<file path="src/common/cpu_pkg.sv">
package cpu_pkg;

    typedef enum logic [6:0] {
        OP_LOAD   = 7'b0000011,
        OP_I      = 7'b0010011,
        OP_STORE  = 7'b0100011,
        OP_R      = 7'b0110011,
        OP_BRANCH = 7'b1100011
    } opcode_e;

    typedef enum logic [2:0] {
        ALU_ADD,
        ALU_SUB,
        ALU_AND,
        ALU_OR,
        ALU_XOR
    } alu_op_e;

    typedef enum logic [1:0] {
        FWD_NONE,
        FWD_MEM,
        FWD_WB
    } forward_e;

    typedef struct packed {
        logic [6:0] funct7;
        logic [4:0] rs2;
        logic [4:0] rs1;
        logic [2:0] funct3;
        logic [4:0] rd;
        logic [6:0] opcode;
    } instruction_type;

    typedef struct packed {
        alu_op_e alu_op;
        logic    alu_src;   // operand b from immediate
        logic    mem_read;
        logic    mem_write;
        logic    reg_write;
        logic    is_branch;
        logic    branch_ne;
    } control_type;

    typedef struct packed {
        logic [31:0]     pc;
        instruction_type instruction;
    } if_id_type;

    typedef struct packed {
        logic [4:0]  reg_rs1_id;
        logic [4:0]  reg_rs2_id;
        logic [4:0]  reg_rd_id;
        logic [31:0] data1;
        logic [31:0] data2;
        logic [31:0] immediate_data;
        logic [31:0] pc;
        control_type control;
    } id_ex_type;

    typedef struct packed {
        logic [4:0]  reg_rd_id;
        logic [31:0] alu_data;
        logic [31:0] memory_data;  // store data
        control_type control;
    } ex_mem_type;

    typedef struct packed {
        logic [4:0]  reg_rd_id;
        logic [31:0] alu_data;
        logic [31:0] memory_data;  // load result
        control_type control;
    } mem_wb_type;

    localparam instruction_type NOP_INSTRUCTION = 32'h0000_0013;  // addi x0, x0, 0

endpackage

</file>
<file path="src/common/hazard_if.sv">
`timescale 1ns/1ns

interface hazard_if;
    logic        pc_write;
    logic        if_id_write;
    logic        id_ex_flush;
    logic        branch_taken;
    logic [31:0] branch_target;

    modport hazard (
        output pc_write, if_id_write, id_ex_flush
    );

    modport execute (
        output branch_taken, branch_target
    );

    modport pipeline (
        input pc_write, if_id_write, id_ex_flush, branch_taken, branch_target
    );
endinterface

</file>
<file path="src/logic/execute_stage.sv">
`timescale 1ns/1ns

module execute_stage (
    input  cpu_pkg::id_ex_type id_ex,
    input  cpu_pkg::forward_e  forward_a,
    input  cpu_pkg::forward_e  forward_b,
    input  logic [31:0]        mem_forward_data,
    input  logic [31:0]        wb_forward_data,
    hazard_if.execute          hz,
    output logic [31:0]        alu_data,
    output logic [31:0]        memory_data
);
    import cpu_pkg::*;

    logic [31:0] operand_a;
    logic [31:0] operand_b;
    logic [31:0] alu_b;

    function automatic logic [31:0] forward_mux(
        input forward_e    sel,
        input logic [31:0] reg_data,
        input logic [31:0] mem_data,
        input logic [31:0] wb_data
    );
        logic [31:0] value;
        case (sel)
            FWD_MEM: value = mem_data;
            FWD_WB:  value = wb_data;
            default: value = reg_data;
        endcase
        return value;
    endfunction

    assign operand_a = forward_mux(forward_a, id_ex.data1, mem_forward_data, wb_forward_data);
    assign operand_b = forward_mux(forward_b, id_ex.data2, mem_forward_data, wb_forward_data);

    assign alu_b       = id_ex.control.alu_src ? id_ex.immediate_data : operand_b;
    assign memory_data = operand_b;  // sw data

    always_comb begin
        case (id_ex.control.alu_op)
            ALU_SUB: alu_data = operand_a - alu_b;
            ALU_AND: alu_data = operand_a & alu_b;
            ALU_OR:  alu_data = operand_a | alu_b;
            ALU_XOR: alu_data = operand_a ^ alu_b;
            default: alu_data = operand_a + alu_b;
        endcase
    end

    assign hz.branch_taken  = id_ex.control.is_branch &&
                              ((operand_a == operand_b) != id_ex.control.branch_ne);
    assign hz.branch_target = id_ex.pc + id_ex.immediate_data;

endmodule

</file>
<file path="src/flat_wrapper.sv">
// flat-port wrapper written by rule: the top's interface ports become plain ports
module execute_stage_flat import cpu_pkg::*;
  (id_ex, forward_a, forward_b, mem_forward_data, wb_forward_data, alu_data, memory_data, hz_branch_taken, hz_branch_target);
  hazard_if hz_i ();
  input  cpu_pkg::id_ex_type id_ex;
  input  cpu_pkg::forward_e forward_a;
  input  cpu_pkg::forward_e forward_b;
  input  logic [31:0] mem_forward_data;
  input  logic [31:0] wb_forward_data;
  output logic [31:0] alu_data;
  output logic [31:0] memory_data;
  output wire logic [$bits(hz_i.branch_taken)-1:0] hz_branch_taken;
  output wire logic [$bits(hz_i.branch_target)-1:0] hz_branch_target;
  assign hz_branch_taken = hz_i.branch_taken;
  assign hz_branch_target = hz_i.branch_target;
  execute_stage u_core (.id_ex(id_ex), .forward_a(forward_a), .forward_b(forward_b), .mem_forward_data(mem_forward_data), .wb_forward_data(wb_forward_data), .hz(hz_i), .alu_data(alu_data), .memory_data(memory_data));
endmodule
</file>
<file path="config.mk">
export PLATFORM = sky130hd
export DESIGN_NAME = execute_stage_flat
export DESIGN_NICKNAME = d
export VERILOG_FILES = /design/src/common/cpu_pkg.sv /design/src/common/hazard_if.sv /design/src/logic/execute_stage.sv /design/src/flat_wrapper.sv
export SDC_FILE = /design/constraint.sdc
export NUM_CORES = 1
export LEC_CHECK = 0
export ABC_AREA = 1
export ABC_CLOCK_PERIOD_IN_PS = 8300
export BUFFER_PORTS_ARGS = -buffer_cell sky130_fd_sc_hd__buf_2
export CAP_MARGIN = 40
export CELL_PAD_IN_SITES_DETAIL_PLACEMENT = 0
export CELL_PAD_IN_SITES_GLOBAL_PLACEMENT = 1
export CORE_ASPECT_RATIO = 1.1
export CORE_UTILIZATION = 37
export DETAILED_ROUTE_END_ITERATION = 6
export PLACE_DENSITY_LB_ADDON = 0.1
export SETUP_SLACK_MARGIN = 0.4
export SLEW_MARGIN = 20
export SYNTH_ARGS = -nofsm -noshare
export SYNTH_HDL_FRONTEND = slang
export SYNTH_SLANG_ARGS = --single-unit
</file>
<file path="constraint.sdc">
create_clock -name vclk -period 8.3
set_input_delay 0.415 -clock vclk [all_inputs]
set_output_delay 0.415 -clock vclk [all_outputs]
set_load 0.02 [all_outputs]
</file>
==> reports/qor.txt <==
Num rows - 59
Routed met3 length - 2.642 mm
Total gr overflow - 0
DPL Wire Length - 33.96 mm
IO Port Bufs - 299
Worst Setup End Kind - output pin
All-Layer GR Usage - 31.08%
Internal - 0.4274 mW
# setup viols final - 0
Vias - 11606
WL met2 - 18.03 mm
Crit Path Max Fanout - 39
Die footprint - 25040 um2
Maximum VDD drop - 0.04992 mV
Core Region - 23840 um2
Starting density of the core - 37.88%
Clock buffers - 0
Top layer in use - met5
Most used cell, CP - nand2_1
Wirelength, routed - 39.84 mm
Syn-to-layout area delta - 18.94%
Die H - 165.9 um
CP arrival - 5.16 ns
Post-route ant nets - 0
Total nets after synthesis - 2025
I/O Pins - 317
Global-route wire length before repair - 60.80 mm
Final-report hold violation count - 0
Initial antenna violation count - 18
Max Slew Vio Count - 0
Combinational fraction of design power - 100.0%
Sw frac - 66.88%
Max Fclk - 179.4 MHz
Setup TNS - 0 ns
Routed WL per cell - 17.74 um
1st-pass router iterations - 6
Worst setup SP type - input port
DRC Markers - 0
Resized Gates After CTS - 0
Final WS setup - 2.726 ns
Share of layout cells above drive strength 1 - 19.26%
Seq pwr share - 0%
Die width - 151.0 um
Syn_area_per_cell - 5.425 um2
Final Cycle Share - 67.15%
Rel. slew slack - 51.77%
Largest net degree at the start of global routing - 61
Slowest-stage cell, CP - buf_4
PD cells - 120.1 nW/um2
Pre-CTS setup slack - 2.756 ns
Max-cap viol count - 0
Power consumption - 1.291 mW
Seq Cell Count - 0
NetSw - 0.8632 mW
Fin crit period - 5.574 ns
DRT met1 WL - 18.90 mm
Cell Area, Synth - 9032 um2
CP required - 7.89 ns
CP max stage delay - 0.45 ns
Clock share of power - 0%
Leak - 6.140 nW
HP Class - input port to output pin
Post-CTS Setup Bufs - 0
Via density - 5.167
Yosys warnings - 0
Synth cell types - 45
DRT iter0 DRCs - 938
Nets - 2288
RSZ-0062 raised after global routing - false
Status - completed
Worst-Margin Slew - 0.7160 ns
Register area - 0 um2
Synthesized instance count - 1665
RD Place Congestion - 0.9433
Critical path class - input port to output pin
Worst hold slack - 1.157 ns
Vias in the first global route - 10891
Sequential fraction of the synthesis area - 0%
Hold Buf Count CTS - 0
path summary, 6_finish.rpt:
check	startpoint	slack, ns	cells after the start	to
max	forward_b[0]	2.73	29	alu_data[26]
min	id_ex[1]	1.16	4	hz_branch_taken
kinds of logic after synthesis:
kind of cell | Yosys count | share of synthesized area (%)
xor gates and xnor gates | 88 | 8.533
buffers and inverters | 225 | 10.69
adders and majority gates | 140 | 19.56
AOI/OAI and AO/OA | 248 | 16.03
and+or+nand+nor | 964 | 45.19
worst max-delay path: cells and delay by family:
| kind | cells | cell delay, ns |
|---|---|---|
| fa+ha+maj | 2 | 0.57 |
| buf+inv | 8 | 1.67 |
| xor+xnor | 1 | 0.24 |
| simple gates | 14 | 1.55 |
| compound gates | 4 | 0.68 |
metrics by stage:
step	area, um2	cells	utilization (%)
global route	10720	2238	44.97
CTS	10710	2231	44.90
finish	10740	2246	45.05
detailed placement	10710	2231	44.90
global placement	10700	2230	44.87
floorplan	9032	1665	-
cell usage after synthesis (4+ instances only):
library cell  instances  area share (%)
nor2_1              132             5.5
clkbuf_1             17            0.71
nor3_1               20             1.1
o21ai_0              75             4.2
or2_1                13            0.90
a221oi_1             17             1.6
o211ai_1              4            0.33
inv_1               155             6.4
xnor2_1              20             1.9
buf_2                20             1.1
nor2_2                5            0.35
nand2_1             581              24
a21oi_1              80             4.4
and2_1                6            0.42
nand4_1              12            0.83
or2_0                15             1.0
o21bai_1              5            0.42
nand2_2              14            0.97
a21o_1               10            0.83
o2111ai_1            12             1.2
or2_2                 7            0.48
inv_2                18            0.75
nand3_1             149             8.3
a31oi_1               5            0.35
ha_1                138              19
o21ai_1              27             1.5
xor2_1               68             6.6
buf_6                11             1.4
power groups by stage:
stage                     sequential (mW)    clock, mW  combinational [mW]
after CTS                               0            0                1.29
final                                   0  0.000000242                1.29
after floorplan                         0            0               0.884
after global routing                    0  0.000000113                1.44
after detailed placement                0            0                1.28
after global placement                  0            0                1.27
layout by cell type, fill, tap and decap left out, types with 2 or more instances in the layout:
cell type / count
fa_1: 2
a21oi_1: 80
buf_2: 299
o2111ai_1: 12
inv_1: 155
xor2_1: 68
nand2_2: 14
and2_1: 6
nand3_2: 3
nor3_1: 19
o21ai_2: 3
diode_2: 15
o221ai_1: 2
a21o_1: 10
nor3_2: 2
nand3_1: 149
nor2_4: 2
o211ai_1: 4
or2_0: 15
or2_1: 13
a211oi_1: 2
nand4_1: 12
o21ai_1: 27
nor2_2: 6
or2_2: 7
a21boi_0: 3
o21bai_1: 5
a221oi_1: 17
xnor2_1: 20
nand2_1: 581
ha_1: 138
nor2_1: 131
o21ai_0: 75
buf_4: 13
inv_2: 18
a31oi_1: 5
area by class of cell:
type | instances | area, um2
fill | 2771 | 13100
antenna | 15 | 37.54
timing repair buffer | 312 | 1594
multi-input combinational | 1440 | 8074
inverter | 174 | 655.6
tap | 305 | 381.6
layer usage:
layer  vias up  track usage, %
li1       5977               -
met1      5244           44.20
met2       359           51.18
met3        18           4.148
met4         8           2.304
met5         -               0
No activity file was read; power rests on OpenSTA's default activity.
