[src/common/hazard_if.sv]
`timescale 1ns/1ns

interface hazard_if;
    logic        pc_write;
    logic        if_id_write;
    logic        id_ex_flush;
    logic        branch_taken;
    logic [31:0] branch_target;

    modport hazard (
        output pc_write, if_id_write, id_ex_flush
    );

    modport execute (
        output branch_taken, branch_target
    );

    modport pipeline (
        input pc_write, if_id_write, id_ex_flush, branch_taken, branch_target
    );
endinterface

[src/logic/fetch_stage.sv]
`timescale 1ns/1ns

module fetch_stage (
    input  logic        clk,
    input  logic        reset_n,
    hazard_if.pipeline  hz,
    output logic [31:0] pc
);

    always_ff @(posedge clk) begin
        if (!reset_n) begin
            pc <= '0;
        end else if (hz.branch_taken) begin
            pc <= hz.branch_target;  // redirect wins over a stall
        end else if (hz.pc_write) begin
            pc <= pc + 32'd4;
        end
    end

endmodule

[src/flat_wrapper.sv]
// flat-port wrapper written by rule: the top's interface ports become plain ports
module fetch_stage_flat 
  (clk, reset_n, pc, hz_pc_write, hz_if_id_write, hz_id_ex_flush, hz_branch_taken, hz_branch_target);
  hazard_if hz_i ();
  input  logic clk;
  input  logic reset_n;
  output logic [31:0] pc;
  input wire logic [$bits(hz_i.pc_write)-1:0] hz_pc_write;
  input wire logic [$bits(hz_i.if_id_write)-1:0] hz_if_id_write;
  input wire logic [$bits(hz_i.id_ex_flush)-1:0] hz_id_ex_flush;
  input wire logic [$bits(hz_i.branch_taken)-1:0] hz_branch_taken;
  input wire logic [$bits(hz_i.branch_target)-1:0] hz_branch_target;
  assign hz_i.pc_write = hz_pc_write;
  assign hz_i.if_id_write = hz_if_id_write;
  assign hz_i.id_ex_flush = hz_id_ex_flush;
  assign hz_i.branch_taken = hz_branch_taken;
  assign hz_i.branch_target = hz_branch_target;
  fetch_stage u_core (.clk(clk), .reset_n(reset_n), .hz(hz_i), .pc(pc));
endmodule
[config.mk]
export PLATFORM = sky130hd
export DESIGN_NAME = fetch_stage_flat
export DESIGN_NICKNAME = d
export VERILOG_FILES = /design/src/common/hazard_if.sv /design/src/logic/fetch_stage.sv /design/src/flat_wrapper.sv
export SDC_FILE = /design/constraint.sdc
export NUM_CORES = 1
export LEC_CHECK = 0
export ABC_AREA = 1
export BUFFER_PORTS_ARGS = -buffer_cell sky130_fd_sc_hd__buf_2
export CORE_AREA = 2 2 68 70
export DETAILED_ROUTE_END_ITERATION = 8
export DIE_AREA = 0 0 70 72
export GPL_TIMING_DRIVEN = 0
export PLACE_DENSITY = 0.78
export SLEW_MARGIN = 20
export SYNTH_ARGS = -nofsm -noshare
export SYNTH_HDL_FRONTEND = slang
export SYNTH_SLANG_ARGS = --single-unit
[constraint.sdc]
create_clock -name clk -period 1.65 [get_ports clk]
set_input_delay 0.2475 -clock clk [delete_from_list [all_inputs] [get_ports clk]]
set_output_delay 0.2475 -clock clk [all_outputs]
set_load 0.01 [all_outputs]
==> results of run 1 <==
[final cells by class]
type / instances / share of cell area [%]
inverter: 29 / 4.17
buffer: 10 / 1.68
sequential: 32 / 24.7
timing repair buffer: 67 / 12.9
tap: 52 / 2.49
clock buffer: 7 / 3.69
multi-input combinational: 259 / 50.4
[logic make-up after synthesis]
family | count (synthesis) | synth area share [%]
compound gates | 59 | 17.1
xor+xnor | 6 | 2.50
fa+ha+maj | 1 | 0.595
buf+inv | 39 | 7.26
flops | 32 | 30.5
simple gates | 193 | 42.1
[synthesized netlist by cell type (all sizes together)]
cell type / instances / area, sq um
clkbuf: 5 / 18.8
o21bai: 2 / 15.0
nand3b: 1 / 7.51
nand2: 102 / 408
buf: 5 / 25.0
a31oi: 5 / 31.3
xor2: 5 / 43.8
nor2: 48 / 253
xnor2: 1 / 8.76
nor3: 1 / 5.00
dfxtp: 32 / 641
o21ai: 8 / 40.0
nand3: 35 / 175
a22oi: 20 / 150
o211ai: 1 / 7.51
or2: 3 / 18.8
a21oi: 23 / 115
ha: 1 / 12.5
and2: 3 / 18.8
inv: 29 / 109
[worst max-delay path, cell delays in order, from the launching register on]
cell and delay [ns]:
dfxtp_2 0.37, ha_1 0.19, nand2_2 0.09, nor2_4 0.18
nand2_2 0.11, nor2_4 0.18, nor2_1 0.05, nor2_1 0.09
nand2_1 0.06, a21oi_1 0.12
[layer usage]
layer / global-route usage, % / vias up / routed length, um
met3: 4.17 / 16 / 370
met4: 8.76 / 0 / 123
li1: - / 1234 / -
met2: 40.6 / 83 / 2680
met5: 0 / - / 0
met1: 32.4 / 1090 / 2710
[per-stage QoR]
step / power, uW / util (%) / worst slack (ns)
finish: 1840 / 61.2 / 0.153
global route: 1930 / 61.2 / 0.00935
CTS: 1850 / 61.0 / 0.0551
detailed placement: 1190 / 58.7 / 0.0766
global placement: 1180 / 58.7 / 0.110
floorplan: 1050 / - / 0.238
[final timing paths]
| path | endpoint | cells past startpoint |
|---|---|---|
| worst max-delay path | u_core.pc[16]$_SDFFE_PN0N_ | 9 |
| worst min-delay path | u_core.pc[0]$_SDFFE_PN0P_ | 3 |
| worst max register to register | u_core.pc[16]$_SDFFE_PN0N_ | 9 |
| worst min register to register | u_core.pc[0]$_SDFFE_PN0P_ | 2 |
[power by group through the flow]
| stage | registers [uW] | logic [uW] | clock network [uW] |
|---|---|---|---|
| floorplan | 912 | 143 | 0 |
| global placement | 901 | 283 | 0 |
| detailed placement | 902 | 289 | 0 |
| CTS | 885 | 290 | 676 |
| global route | 897 | 327 | 707 |
| finish | 887 | 289 | 666 |
==> flow_metrics.tcl, run 1 <==
set metrics [dict create \
    status "finished clean" \
    synth_seq_cells 32 \
    design.core.area_sq_mm 0.00426 \
    routedWlPerCell_um 12.9 \
    htree_levels 2 \
    timing.rr.start "u_core.pc[3]$_SDFFE_PN0N_" \
    ys.warnings.count 0 \
    largest_reg_flops 32 \
    peakVddDrop_mv 0.506 \
    cts_root_buf "clkbuf_8" \
    final_cell_mix "nand2_1, buf_2, nor2_1, nand3_1, dfxtp_1" \
    syn_to_final_growth_pct 24.0 \
    placed_cell_area_sq_mm 0.00250 \
    die_h_um 72 \
    setup_viol 0 \
    grt_pass1_wl_um 9980 \
    first_pass_iters 5 \
    clkSinkCount 32 \
    routabilityCongestion 0.925 \
    post-route-period-util_pct 90.7 \
    worst_pin_slew_ns 0.610 \
    final-instance-count-excl-fill 456 \
    routed_wl_um 5890 \
    nNetsFinal 443 \
    dpl.cell_count 449 \
    grt_pass1_vias 2198 \
    hold_buffers 0 \
    rsz0062_at_grt "false" \
    hp-start "hz_branch_target[0]" \
    comb_power_share_pct 15.7 \
    post_cts_buffers 0 \
    track_usage_pct 24.5 \
    fillers 416 \
    multi_input_area_sq_mm 0.00132 \
    cts_resized 0 \
    grt_max_degree 11 \
    boundaryPins 70 \
    post_route_cells_drive_above_1_share_pct 25.5 \
    hold_violations 0 \
    die_w_um 70 \
    cts_tree "yes" \
    period_needed_ns 1.50 \
    tns_ns 0 \
    rrSetupSlack_ns 0.15 \
    drtAntennaViolNets 0 \
    holdWs_ns 0.191 \
    power.switching_uw 521 \
    fin_area_sq_mm 0.00261 \
    crit_path_max_fanout 5 \
    vias_per_cell 5.31 \
    die_area_sq_mm 0.00504 \
    start_util_pct 49.3 \
    power-per-cell-area_mw_per_mm2 706 \
    p_sw_share_pct 28.3 \
    slew_violations 0 \
    synth.avg_cell_area_sq_um 6.37 \
    seqCellArea_sq_um 644 \
    start_kind "register" \
    ys_seq_area_share_pct 30.5 \
    fmax_mhz 668 \
    p_clk_share_pct 36.1 \
    grt_overflow_total 0 \
    hp-class "input pin to register" \
    p_leak_uw 0.00113 \
    rows 24 \
    antenna_found_initial 0 \
    dr_total_vias 2423 \
    clkSlewWorstSetupHoldPaths_ns 0.07 \
    drv_cap 0 \
    crit_path_end_kind "register" \
    netlist_area_sq_mm 0.00210 \
    fin_skew_ns 0.00413 \
    clk_latency_ns 0.29 \
    synthesis.instances 330 \
    port_buffers 67 \
    cp.arrival_ns 1.71 \
    clk_path_buf_depth 2 \
    maxSlewHeadroom_pct 59.3 \
    cts_inserted_buffers 5 \
    required_ns 1.87 \
    p_int_uw 1320 \
    pwr-share-seq_pct 48.2 \
    synth_cell_types 26 \
    drc 0 \
    hpwl_um 4540 \
    synth_fp_nets 369 \
    antenna_cells 0 \
    first_iter_violations 161 \
    top_regs "u_core.pc x32" \
    critPathKind "register to register" \
    top_register "u_core.pc" \
    final_common_cell "nand2_1" \
    worstSetupStartpoint "u_core.pc[3]$_SDFFE_PN0N_" \
]
(Power assumes the default switching activity.)
==> inputs of run 2 (changes only) <==
- SLEW_MARGIN: 20 -> default
- clock period: 1.65 -> 1.6 ns (I/O delays scaled with it)
==> flow_metrics.tcl, run 2 (same netlist as run 1, synthesis figures left out) <==
set metrics [dict create \
    status "finished clean" \
    start_util_pct 49.3 \
    crit_path_max_fanout 5 \
    fmax_mhz 641 \
    antenna_cells 0 \
    start_kind "register" \
    p_total_uw 1910 \
    routedWlPerCell_um 13.0 \
    placed_cell_area_sq_mm 0.00250 \
    hp-class "input pin to register" \
    grt_overflow_total 0 \
    hpwl_um 4540 \
    die_w_um 70 \
    wl_met1_um 2760 \
    hold_violations 0 \
    pwr-share-seq_pct 48.0 \
    crit_path_end_kind "register" \
    final_common_cell "nand2_1" \
    cp.arrival_ns 1.78 \
    fin_skew_ns 0.00386 \
    die_area_sq_mm 0.00504 \
    drtAntennaViolNets 0 \
    top_register "u_core.pc" \
    rows 24 \
    first_iter_violations 161 \
    route.met3.wl_um 325 \
    syn_to_final_growth_pct 25.3 \
    critPathKind "register to register" \
    post_route_cells_drive_above_1_share_pct 27.2 \
    power-per-cell-area_mw_per_mm2 723 \
    cts_tree "yes" \
    htree_levels 2 \
    top_regs "u_core.pc x32" \
    cts_root_buf "clkbuf_8" \
    routed_wl_um 5960 \
    p_clk_share_pct 36.2 \
    routabilityCongestion 0.925 \
    antenna_found_initial 0 \
    slew_violations 0 \
    clkSinkCount 32 \
    fin_area_sq_mm 0.00264 \
    p_leak_uw 0.00113 \
    required_ns 1.82 \
    path_cells "ha_1 -> nand2_2 -> nor2_4 -> nand2_4 -> nor2_4 -> nand2_1 -> nand2_1 -> nand3_1 -> a21oi_2" \
    grt_pass1_vias 2198 \
    p_sw_share_pct 28.5 \
    cpMaxStageDelayCell "dfxtp_4" \
    track_usage_pct 24.5 \
    worst_pin_slew_ns 0.607 \
    p_int_uw 1360 \
    dr.max_layer_used "met4" \
    dr_total_vias 2413 \
    grt_max_degree 11 \
    comb_power_share_pct 15.8 \
    cts_inserted_buffers 5 \
    period_needed_ns 1.56 \
    post-route-period-util_pct 97.6 \
    drv_cap 0 \
    die_h_um 72 \
    largest_reg_flops 32 \
    nNetsFinal 444 \
    final-instance-count-excl-fill 457 \
    setup_viol 0 \
    design.core.area_sq_mm 0.00426 \
    max_stage_delay_ns 0.37 \
    dpl.cell_count 449 \
    maxSlewHeadroom_pct 59.5 \
    clk_path_buf_depth 2 \
    grt_pass1_wl_um 9980 \
    clkSlewWorstSetupHoldPaths_ns 0.07 \
    met2_length_um 2750 \
    hold_buffers 0 \
    power.switching_uw 543 \
    port_buffers 67 \
    vias_per_cell 5.28 \
    peakVddDrop_mv 0.521 \
    boundaryPins 70 \
    rsz0062_at_grt "true" \
    clk_latency_ns 0.29 \
    fin_util_pct 61.8 \
    first_pass_iters 4 \
    holdWs_ns 0.182 \
    fillers 414 \
    drc 0 \
    final_cell_mix "nand2_1, buf_2, nand3_1, nor2_1, inv_1" \
]
run 2: cell types whose count changed in the layout (fill, tap and decap cells not counted), sizes merged:
cell | previous run | this run
buf | 72 | 73
run 2: repair_timing:
action,4_1_cts,5_1_grt
gates resized for setup,0,12
endpoints found under the setup margin,0,11
setup buffers,0,1
run 2: per-stage QoR:
stage | setup TNS (ns) | worst slack, ns
floorplan | 0 | 0.188
global route | -0.0667 | -0.0477
detailed placement | 0 | 0.0266
CTS | 0 | 0.00513
global placement | 0 | 0.0600
finish | 0 | 0.0391
run 2: cell type report:
class / count / area, sq um / share of cell area (%)
plain buffers: 10 / 43.8 / 1.66
multi-input cells: 259 / 1330 / 50.3
flip-flops and latches: 32 / 652 / 24.7
repair buffers: 68 / 343 / 13.0
clock buffers: 7 / 96.3 / 3.66
inverters: 29 / 109 / 4.13
well taps: 52 / 65.1 / 2.47
run 2: critical path: cells and delay by family (launching register included):
family	cells	cell delay [ns]
compound gates	1	0.14
fa+ha+maj	1	0.18
flops	1	0.37
simple gates	7	0.81
run 2: worst paths after layout:
kind	from	end	slack [ns]	cells past startpoint
worst max-delay path	u_core.pc[3]$_SDFFE_PN0N_	u_core.pc[28]$_SDFFE_PN0N_	0.04	9
worst min-delay path	hz_branch_target[0]	u_core.pc[0]$_SDFFE_PN0P_	0.18	3
worst max register to register	u_core.pc[3]$_SDFFE_PN0N_	u_core.pc[28]$_SDFFE_PN0N_	0.04	9
worst min register to register	u_core.pc[0]$_SDFFE_PN0P_	u_core.pc[0]$_SDFFE_PN0P_	0.51	2
run 2: power groups by stage:
stage	sequential, uW	clock (uW)	combinational, uW
floorplan	941	0	147
global placement	929	0	292
detailed placement	930	0	298
CTS	913	697	299
global route	924	729	339
finish	915	690	301
run 2: layer usage:
layer  up-vias  track usage [%]
met2        72             40.6
met3        14             4.17
met1      1093             32.4
met4         0             8.76
met5         -                0
li1       1234                -
