$ cat src/common/cpu_pkg.sv
package cpu_pkg;

    typedef enum logic [6:0] {
        OP_LOAD   = 7'b0000011,
        OP_I      = 7'b0010011,
        OP_STORE  = 7'b0100011,
        OP_R      = 7'b0110011,
        OP_BRANCH = 7'b1100011
    } opcode_e;

    typedef enum logic [2:0] {
        ALU_ADD,
        ALU_SUB,
        ALU_AND,
        ALU_OR,
        ALU_XOR
    } alu_op_e;

    typedef enum logic [1:0] {
        FWD_NONE,
        FWD_MEM,
        FWD_WB
    } forward_e;

    typedef struct packed {
        logic [6:0] funct7;
        logic [4:0] rs2;
        logic [4:0] rs1;
        logic [2:0] funct3;
        logic [4:0] rd;
        logic [6:0] opcode;
    } instruction_type;

    typedef struct packed {
        alu_op_e alu_op;
        logic    alu_src;   // operand b from immediate
        logic    mem_read;
        logic    mem_write;
        logic    reg_write;
        logic    is_branch;
        logic    branch_ne;
    } control_type;

    typedef struct packed {
        logic [31:0]     pc;
        instruction_type instruction;
    } if_id_type;

    typedef struct packed {
        logic [4:0]  reg_rs1_id;
        logic [4:0]  reg_rs2_id;
        logic [4:0]  reg_rd_id;
        logic [31:0] data1;
        logic [31:0] data2;
        logic [31:0] immediate_data;
        logic [31:0] pc;
        control_type control;
    } id_ex_type;

    typedef struct packed {
        logic [4:0]  reg_rd_id;
        logic [31:0] alu_data;
        logic [31:0] memory_data;  // store data
        control_type control;
    } ex_mem_type;

    typedef struct packed {
        logic [4:0]  reg_rd_id;
        logic [31:0] alu_data;
        logic [31:0] memory_data;  // load result
        control_type control;
    } mem_wb_type;

    localparam instruction_type NOP_INSTRUCTION = 32'h0000_0013;  // addi x0, x0, 0

endpackage

$ cat src/common/hazard_if.sv
`timescale 1ns/1ns

interface hazard_if;
    logic        pc_write;
    logic        if_id_write;
    logic        id_ex_flush;
    logic        branch_taken;
    logic [31:0] branch_target;

    modport hazard (
        output pc_write, if_id_write, id_ex_flush
    );

    modport execute (
        output branch_taken, branch_target
    );

    modport pipeline (
        input pc_write, if_id_write, id_ex_flush, branch_taken, branch_target
    );
endinterface

$ cat src/logic/hazard_unit.sv
`timescale 1ns/1ns

module hazard_unit (
    input  logic [4:0]         if_id_rs1,
    input  logic [4:0]         if_id_rs2,
    input  cpu_pkg::id_ex_type id_ex,
    input  logic [4:0]         ex_mem_rd,
    input  logic               ex_mem_reg_write,
    input  logic [4:0]         mem_wb_rd,
    input  logic               mem_wb_reg_write,
    output cpu_pkg::forward_e  forward_a,
    output cpu_pkg::forward_e  forward_b,
    hazard_if.hazard           hz
);
    import cpu_pkg::*;

    logic load_use;

    // mem stage checked first so the newest value wins
    function automatic forward_e pick_source(
        input logic [4:0] rs,
        input logic [4:0] mem_rd,
        input logic       mem_write,
        input logic [4:0] wb_rd,
        input logic       wb_write
    );
        forward_e sel;
        if (mem_write && mem_rd == rs) begin
            sel = FWD_MEM;
        end else if (wb_write && wb_rd == rs) begin
            sel = FWD_WB;
        end else begin
            sel = FWD_NONE;
        end
        return sel;
    endfunction

    assign forward_a = pick_source(id_ex.reg_rs1_id, ex_mem_rd, ex_mem_reg_write,
                                   mem_wb_rd, mem_wb_reg_write);
    assign forward_b = pick_source(id_ex.reg_rs2_id, ex_mem_rd, ex_mem_reg_write,
                                   mem_wb_rd, mem_wb_reg_write);

    assign load_use = id_ex.control.mem_read && id_ex.control.reg_write &&
                      (id_ex.reg_rd_id == if_id_rs1 || id_ex.reg_rd_id == if_id_rs2);

    assign hz.pc_write    = !load_use;
    assign hz.if_id_write = !load_use;
    assign hz.id_ex_flush = load_use;  // one bubble

endmodule

$ cat src/flat_wrapper.sv
// flat-port wrapper written by rule: the top's interface ports become plain ports
module hazard_unit_flat import cpu_pkg::*;
  (if_id_rs1, if_id_rs2, id_ex, ex_mem_rd, ex_mem_reg_write, mem_wb_rd, mem_wb_reg_write, forward_a, forward_b, hz_pc_write, hz_if_id_write, hz_id_ex_flush);
  hazard_if hz_i ();
  input  logic [4:0] if_id_rs1;
  input  logic [4:0] if_id_rs2;
  input  cpu_pkg::id_ex_type id_ex;
  input  logic [4:0] ex_mem_rd;
  input  logic ex_mem_reg_write;
  input  logic [4:0] mem_wb_rd;
  input  logic mem_wb_reg_write;
  output cpu_pkg::forward_e forward_a;
  output cpu_pkg::forward_e forward_b;
  output wire logic [$bits(hz_i.pc_write)-1:0] hz_pc_write;
  output wire logic [$bits(hz_i.if_id_write)-1:0] hz_if_id_write;
  output wire logic [$bits(hz_i.id_ex_flush)-1:0] hz_id_ex_flush;
  assign hz_pc_write = hz_i.pc_write;
  assign hz_if_id_write = hz_i.if_id_write;
  assign hz_id_ex_flush = hz_i.id_ex_flush;
  hazard_unit u_core (.if_id_rs1(if_id_rs1), .if_id_rs2(if_id_rs2), .id_ex(id_ex), .ex_mem_rd(ex_mem_rd), .ex_mem_reg_write(ex_mem_reg_write), .mem_wb_rd(mem_wb_rd), .mem_wb_reg_write(mem_wb_reg_write), .forward_a(forward_a), .forward_b(forward_b), .hz(hz_i));
endmodule
$ cat config.mk
export PLATFORM = sky130hd
export DESIGN_NAME = hazard_unit_flat
export DESIGN_NICKNAME = d
export VERILOG_FILES = /design/src/common/cpu_pkg.sv /design/src/common/hazard_if.sv /design/src/logic/hazard_unit.sv /design/src/flat_wrapper.sv
export SDC_FILE = /design/constraint.sdc
export NUM_CORES = 1
export LEC_CHECK = 0
export BUFFER_PORTS_ARGS = -buffer_cell sky130_fd_sc_hd__buf_2
export CORE_AREA = 2 2 70 72
export DETAILED_ROUTE_END_ITERATION = 16
export DIE_AREA = 0 0 72 74
export PLACE_DENSITY_LB_ADDON = 0.25
export SLEW_MARGIN = 15
export SYNTH_ARGS = -nofsm -noshare
export SYNTH_HDL_FRONTEND = slang
export SYNTH_SLANG_ARGS = --single-unit
$ cat constraint.sdc
create_clock -name vclk -period 1.2
set_clock_uncertainty 0.15 [all_clocks]
set_input_delay 0.18 -clock vclk [all_inputs]
set_output_delay 0.18 -clock vclk [all_outputs]
set_load 0.01 [all_outputs]
==> results.tsv, run 1 <==
metric	value	unit
status	complete, but fails checks	
violations	negative setup slack	
die_w	72	µm
ys_top_cells_by_area	xor2_1, xnor2_1, nor4_1	
critPathRequiredTime	0.87	ns
critPathArrivalTime	1.13	ns
grt-ovfl-total	0	
regArea	0	µm²
drt_iter0_markers	3	
slowest_stage	nor4_2	
grt_pass1_wl	2220	µm
wl	1480	µm
clkbuf_count	0	
antennaDiodeCount	0	
crit_path_max_fanout	2	
synth.avg_cell_area	7.56	µm²
layout_min_cycle_time	1.46	ns
worst_slack	-0.263	ns
yosys_warnings	0	
wl_per_cell	9.97	µm
vias	512	
grt_max_degree	5	
seq_cell_count	0	
endpoint_kind	output port	
syn-cell-area	370	µm²
syn-num-nets	223	
criticalPathCategory	in2out	
yosysTopAreaCellShare	37.8	%
slowest_delay	0.29	ns
ir_worst_vdd	0.100	mV
crit_buf_inv	2	
setup_viol	7	
num-fill-cells	513	
die_h	74	µm
post-place-ws	-0.353	ns
gr-usage-all-layers	5.02	%
die_area	5330	µm²
cp_common_cell	buf_2	
maxCapViolCount	0	
rows	25	
ant_nets	0	
tightest_slew	0.234	ns
drv_slew	0	
area_growth	136	%
path_cells	buf_2 > xor2_1 > nor4_2 > and3_2 > nor2_1 > buf_2	
post_cts_buffers	0	
worstHoldPathType	in2out	
crit_family	simple AND/OR/NAND/NOR gates	
dp_hpwl	1310	µm
avgViaCountPerCell	3.46	
cp-start-kind	primary input	
grt_pass1_vias	570	
power_leakage	0.406	nW
fin_crit_sh	122	%
rsz0062_at_grt	true	
dr.pass1.iters	2	
yosys.area.top_type	xor2_1	
gp_congestion	0.648	
antenna_found_initial	0	
initial_core_util	8.05	%
synth.distinct_cells	13	
power	0.000275	W
synthCells	49	
final_layout_size_suffix_gt1_share	72.3	%
finalHoldViolCount	0	
drc	0	
yosysMostFrequentCell	xor2_1	
slew_headroom	84.3	%
synth.yosys.seq_area_share	0	%
core_area	4600	µm²
port_buffers	46	
synth_common_cells	xor2_1, xnor2_1, nor4_1	
p_per_area	314	nW/µm²
io_pins	181	
fmax	0.684	GHz
ctsHoldBuffers	0	
nets	270	
## cell usage in the layout, fill, tap and decap left out
cell type and n:
and3_2 1, nor4_2 4, o211ai_1 1, nand2_1 2, xor2_2 3, xnor2_2 8, xnor2_1 4, or2_4 2
buf_2 32, nor2_2 1, buf_6 10, nor2_1 1, o211a_1 1, and3_4 1, buf_8 2, nand4_1 2
a21oi_2 2, nand3_1 2, xor2_1 13, buf_4 2
## area by class of cell
cell class / instances / area [µm²] / area share (%)
multi-input cells: 48 / 489 / 55.9
well taps: 54 / 67.6 / 7.73
repair buffers: 46 / 318 / 36.3
## kinds of logic (layout without fill, tap and decap cells)
| family | Yosys count | count (layout) | share of synthesized area (%) |
|---|---|---|---|
| AO/OA/AOI/OAI | 4 | 4 | 7.43 |
| XOR/XNOR | 28 | 28 | 66.2 |
| buffers and inverters | 1 | 46 | 2.03 |
| AND/OR/NAND/NOR | 16 | 16 | 24.3 |
## report_power, final
part	switching, W	total [W]	internal [W]
clock network	0	0	0
registers	0	0	0
logic	0.000116	0.000275	0.000159
total	0.000116	0.000275	0.000159
## metal layers
| layer | track usage, % | share of wire [%] |
|---|---|---|
| met1 | 5.86 | 33 |
| met3 | 0 | 8.3 |
| met5 | 0 | 0 |
| met2 | 10.8 | 58 |
| met4 | 0 | 0 |
## worst paths after layout
check	from	to	slack [ns]	cells after the start
max	id_ex[148]	forward_a[1]	-0.26	6
min	id_ex[4]	hz_pc_write	0.53	3
## through the flow
stage	setup TNS, ns	util [%]	instances	hold WS [ns]	cell area [µm²]
after floorplan	-0.0288	-	49	0.312	383
after global placement	-1.69	14.6	148	0.517	673
after detailed placement	-1.82	14.6	148	0.536	673
after CTS	-1.46	16.8	148	0.536	771
after global routing	-1.84	19.0	148	0.562	875
final	-1.32	19.0	148	0.533	875
## timing repair
item | CTS | global route
pin swaps | 12 | 15
hold endpoints to repair | 0 | 0
gates resized for setup | 18 | 18
cloned | 0 | 0
setup endpoints to repair | 7 | 7
Power figures use the tool's default switching activity.
==> run 2: changes to the inputs <==
- CORE_AREA: 2 2 70 72 -> 4 4 68 70
- PLACE_DENSITY: unset -> 0.72
- PLACE_DENSITY_LB_ADDON: 0.25 -> unset
==> results.tsv, run 2 (synthesis gave the netlist of run 1 again) <==
metric	value	unit
gp_congestion	0.706	
final_layout_size_suffix_gt1_share	69.5	%
final_common_cell	buf_2	
setup_tns	-1.18	ns
clkbuf_count	0	
grt-ovfl-total	0	
area_growth	145	%
ir_worst_vdd	0.113	mV
fin_crit_sh	124	%
hold_start	id_ex[4]	
die_area	5330	µm²
multi_input_area	479	µm²
slew_headroom	84.2	%
vias	530	
endpoint_kind	output port	
crit_path_max_fanout	2	
die_h	74	µm
finalHoldViolCount	0	
critPathRequiredTime	0.87	ns
grt_max_degree	5	
drc	0	
io_pins	181	
worst_slack	-0.293	ns
violations	negative setup slack	
criticalPathCategory	in2out	
status	complete, but fails checks	
layout_min_cycle_time	1.49	ns
final_util	22.9	%
core_area	3970	µm²
wl_per_cell	11.5	µm
power_leakage	0.422	nW
final_cell_mix	buf_2, buf_6, xor2_1	
initial_core_util	9.33	%
grt_pass1_vias	604	
ant_nets	0	
maxCapViolCount	0	
antennaDiodeCount	0	
tightest_slew	0.235	ns
rsz0062_at_grt	true	
rows	23	
regArea	0	µm²
port_buffers	46	
num-fill-cells	433	
critPathArrivalTime	1.16	ns
cp-start-kind	primary input	
wl	1660	µm
nets	271	
drv_slew	0	
drt_iter0_markers	9	
min_to	hz_if_id_write	
ctsHoldBuffers	0	
holdWs	0.528	ns
dr.pass1.iters	2	
worstHoldPathType	in2out	
gr-usage-all-layers	5.84	%
avgViaCountPerCell	3.66	
antenna_found_initial	0	
die_w	72	µm
setup_viol	7	
p_per_area	318	nW/µm²
grt_pass1_wl	2550	µm
hold_depth	3	
seq_cell_count	0	
fmax	0.670	GHz
-- run 2: cell types whose count changed in the layout (fill, tap and decap cells not counted), moves of 2 or more --
cell | previous run | this run
buf_6 | 10 | 17
xor2_2 | 3 | 1
buf_2 | 32 | 26
xor2_1 | 13 | 15
-- run 2: cell type report --
cell class,count,area share [%]
tap,50,6.89
timing repair buffer,47,40.4
multi-input combinational,48,52.8
-- run 2: critical path, stage by stage --
cell and delay, ns:
buf_6 0.10, xor2_2 0.17, nor4_2 0.30, and3_4 0.23, nor2_1 0.05, buf_2 0.13
-- run 2: per-stage QoR --
stage / instances / total power [W] / cell area (µm²) / worst slack, ns
6_report: 145 / 0.000289 / 908 / -0.293
5_1_grt: 145 / 0.000313 / 908 / -0.366
4_1_cts: 145 / 0.000249 / 801 / -0.318
3_5_place_dp: 145 / 0.000203 / 676 / -0.316
3_3_place_gp: 145 / 0.000202 / 676 / -0.312
2_1_floorplan: 49 / 0.0000909 / 383 / -0.0288
-- run 2: routing by layer --
| layer | share of wire [%] | global-route usage (%) |
|---|---|---|
| met1 | 29 | 6.13 |
| met2 | 58 | 12.1 |
| met3 | 10 | 0.946 |
| met4 | 2.3 | 1.04 |
| met5 | 0 | 0 |
-- run 2: worst max-delay path by stage --
| stage | startpoint | end | slack (ns) | cells after the start |
|---|---|---|---|---|
| floorplan | if_id_rs1[0] | hz_pc_write | -0.03 | 5 |
| global placement | id_ex[149] | forward_a[1] | -0.31 | 6 |
| detailed placement | ex_mem_rd[2] | forward_a[1] | -0.32 | 6 |
| CTS | ex_mem_rd[2] | forward_a[1] | -0.32 | 6 |
| global route | id_ex[148] | forward_a[1] | -0.37 | 6 |
| finish | id_ex[149] | forward_a[1] | -0.29 | 6 |
-- run 2: power breakdown --
part | switching (W) | internal (W) | total, W
Clock | 0 | 0 | 0
Sequential | 0 | 0 | 0
Combinational | 0.000115 | 0.000174 | 0.000289
-- run 2: timing repair --
item | CTS | global route
buffers inserted | 0 | 0
endpoints found under the setup margin | 7 | 7
gates resized for setup | 22 | 22
pin swaps | 17 | 8
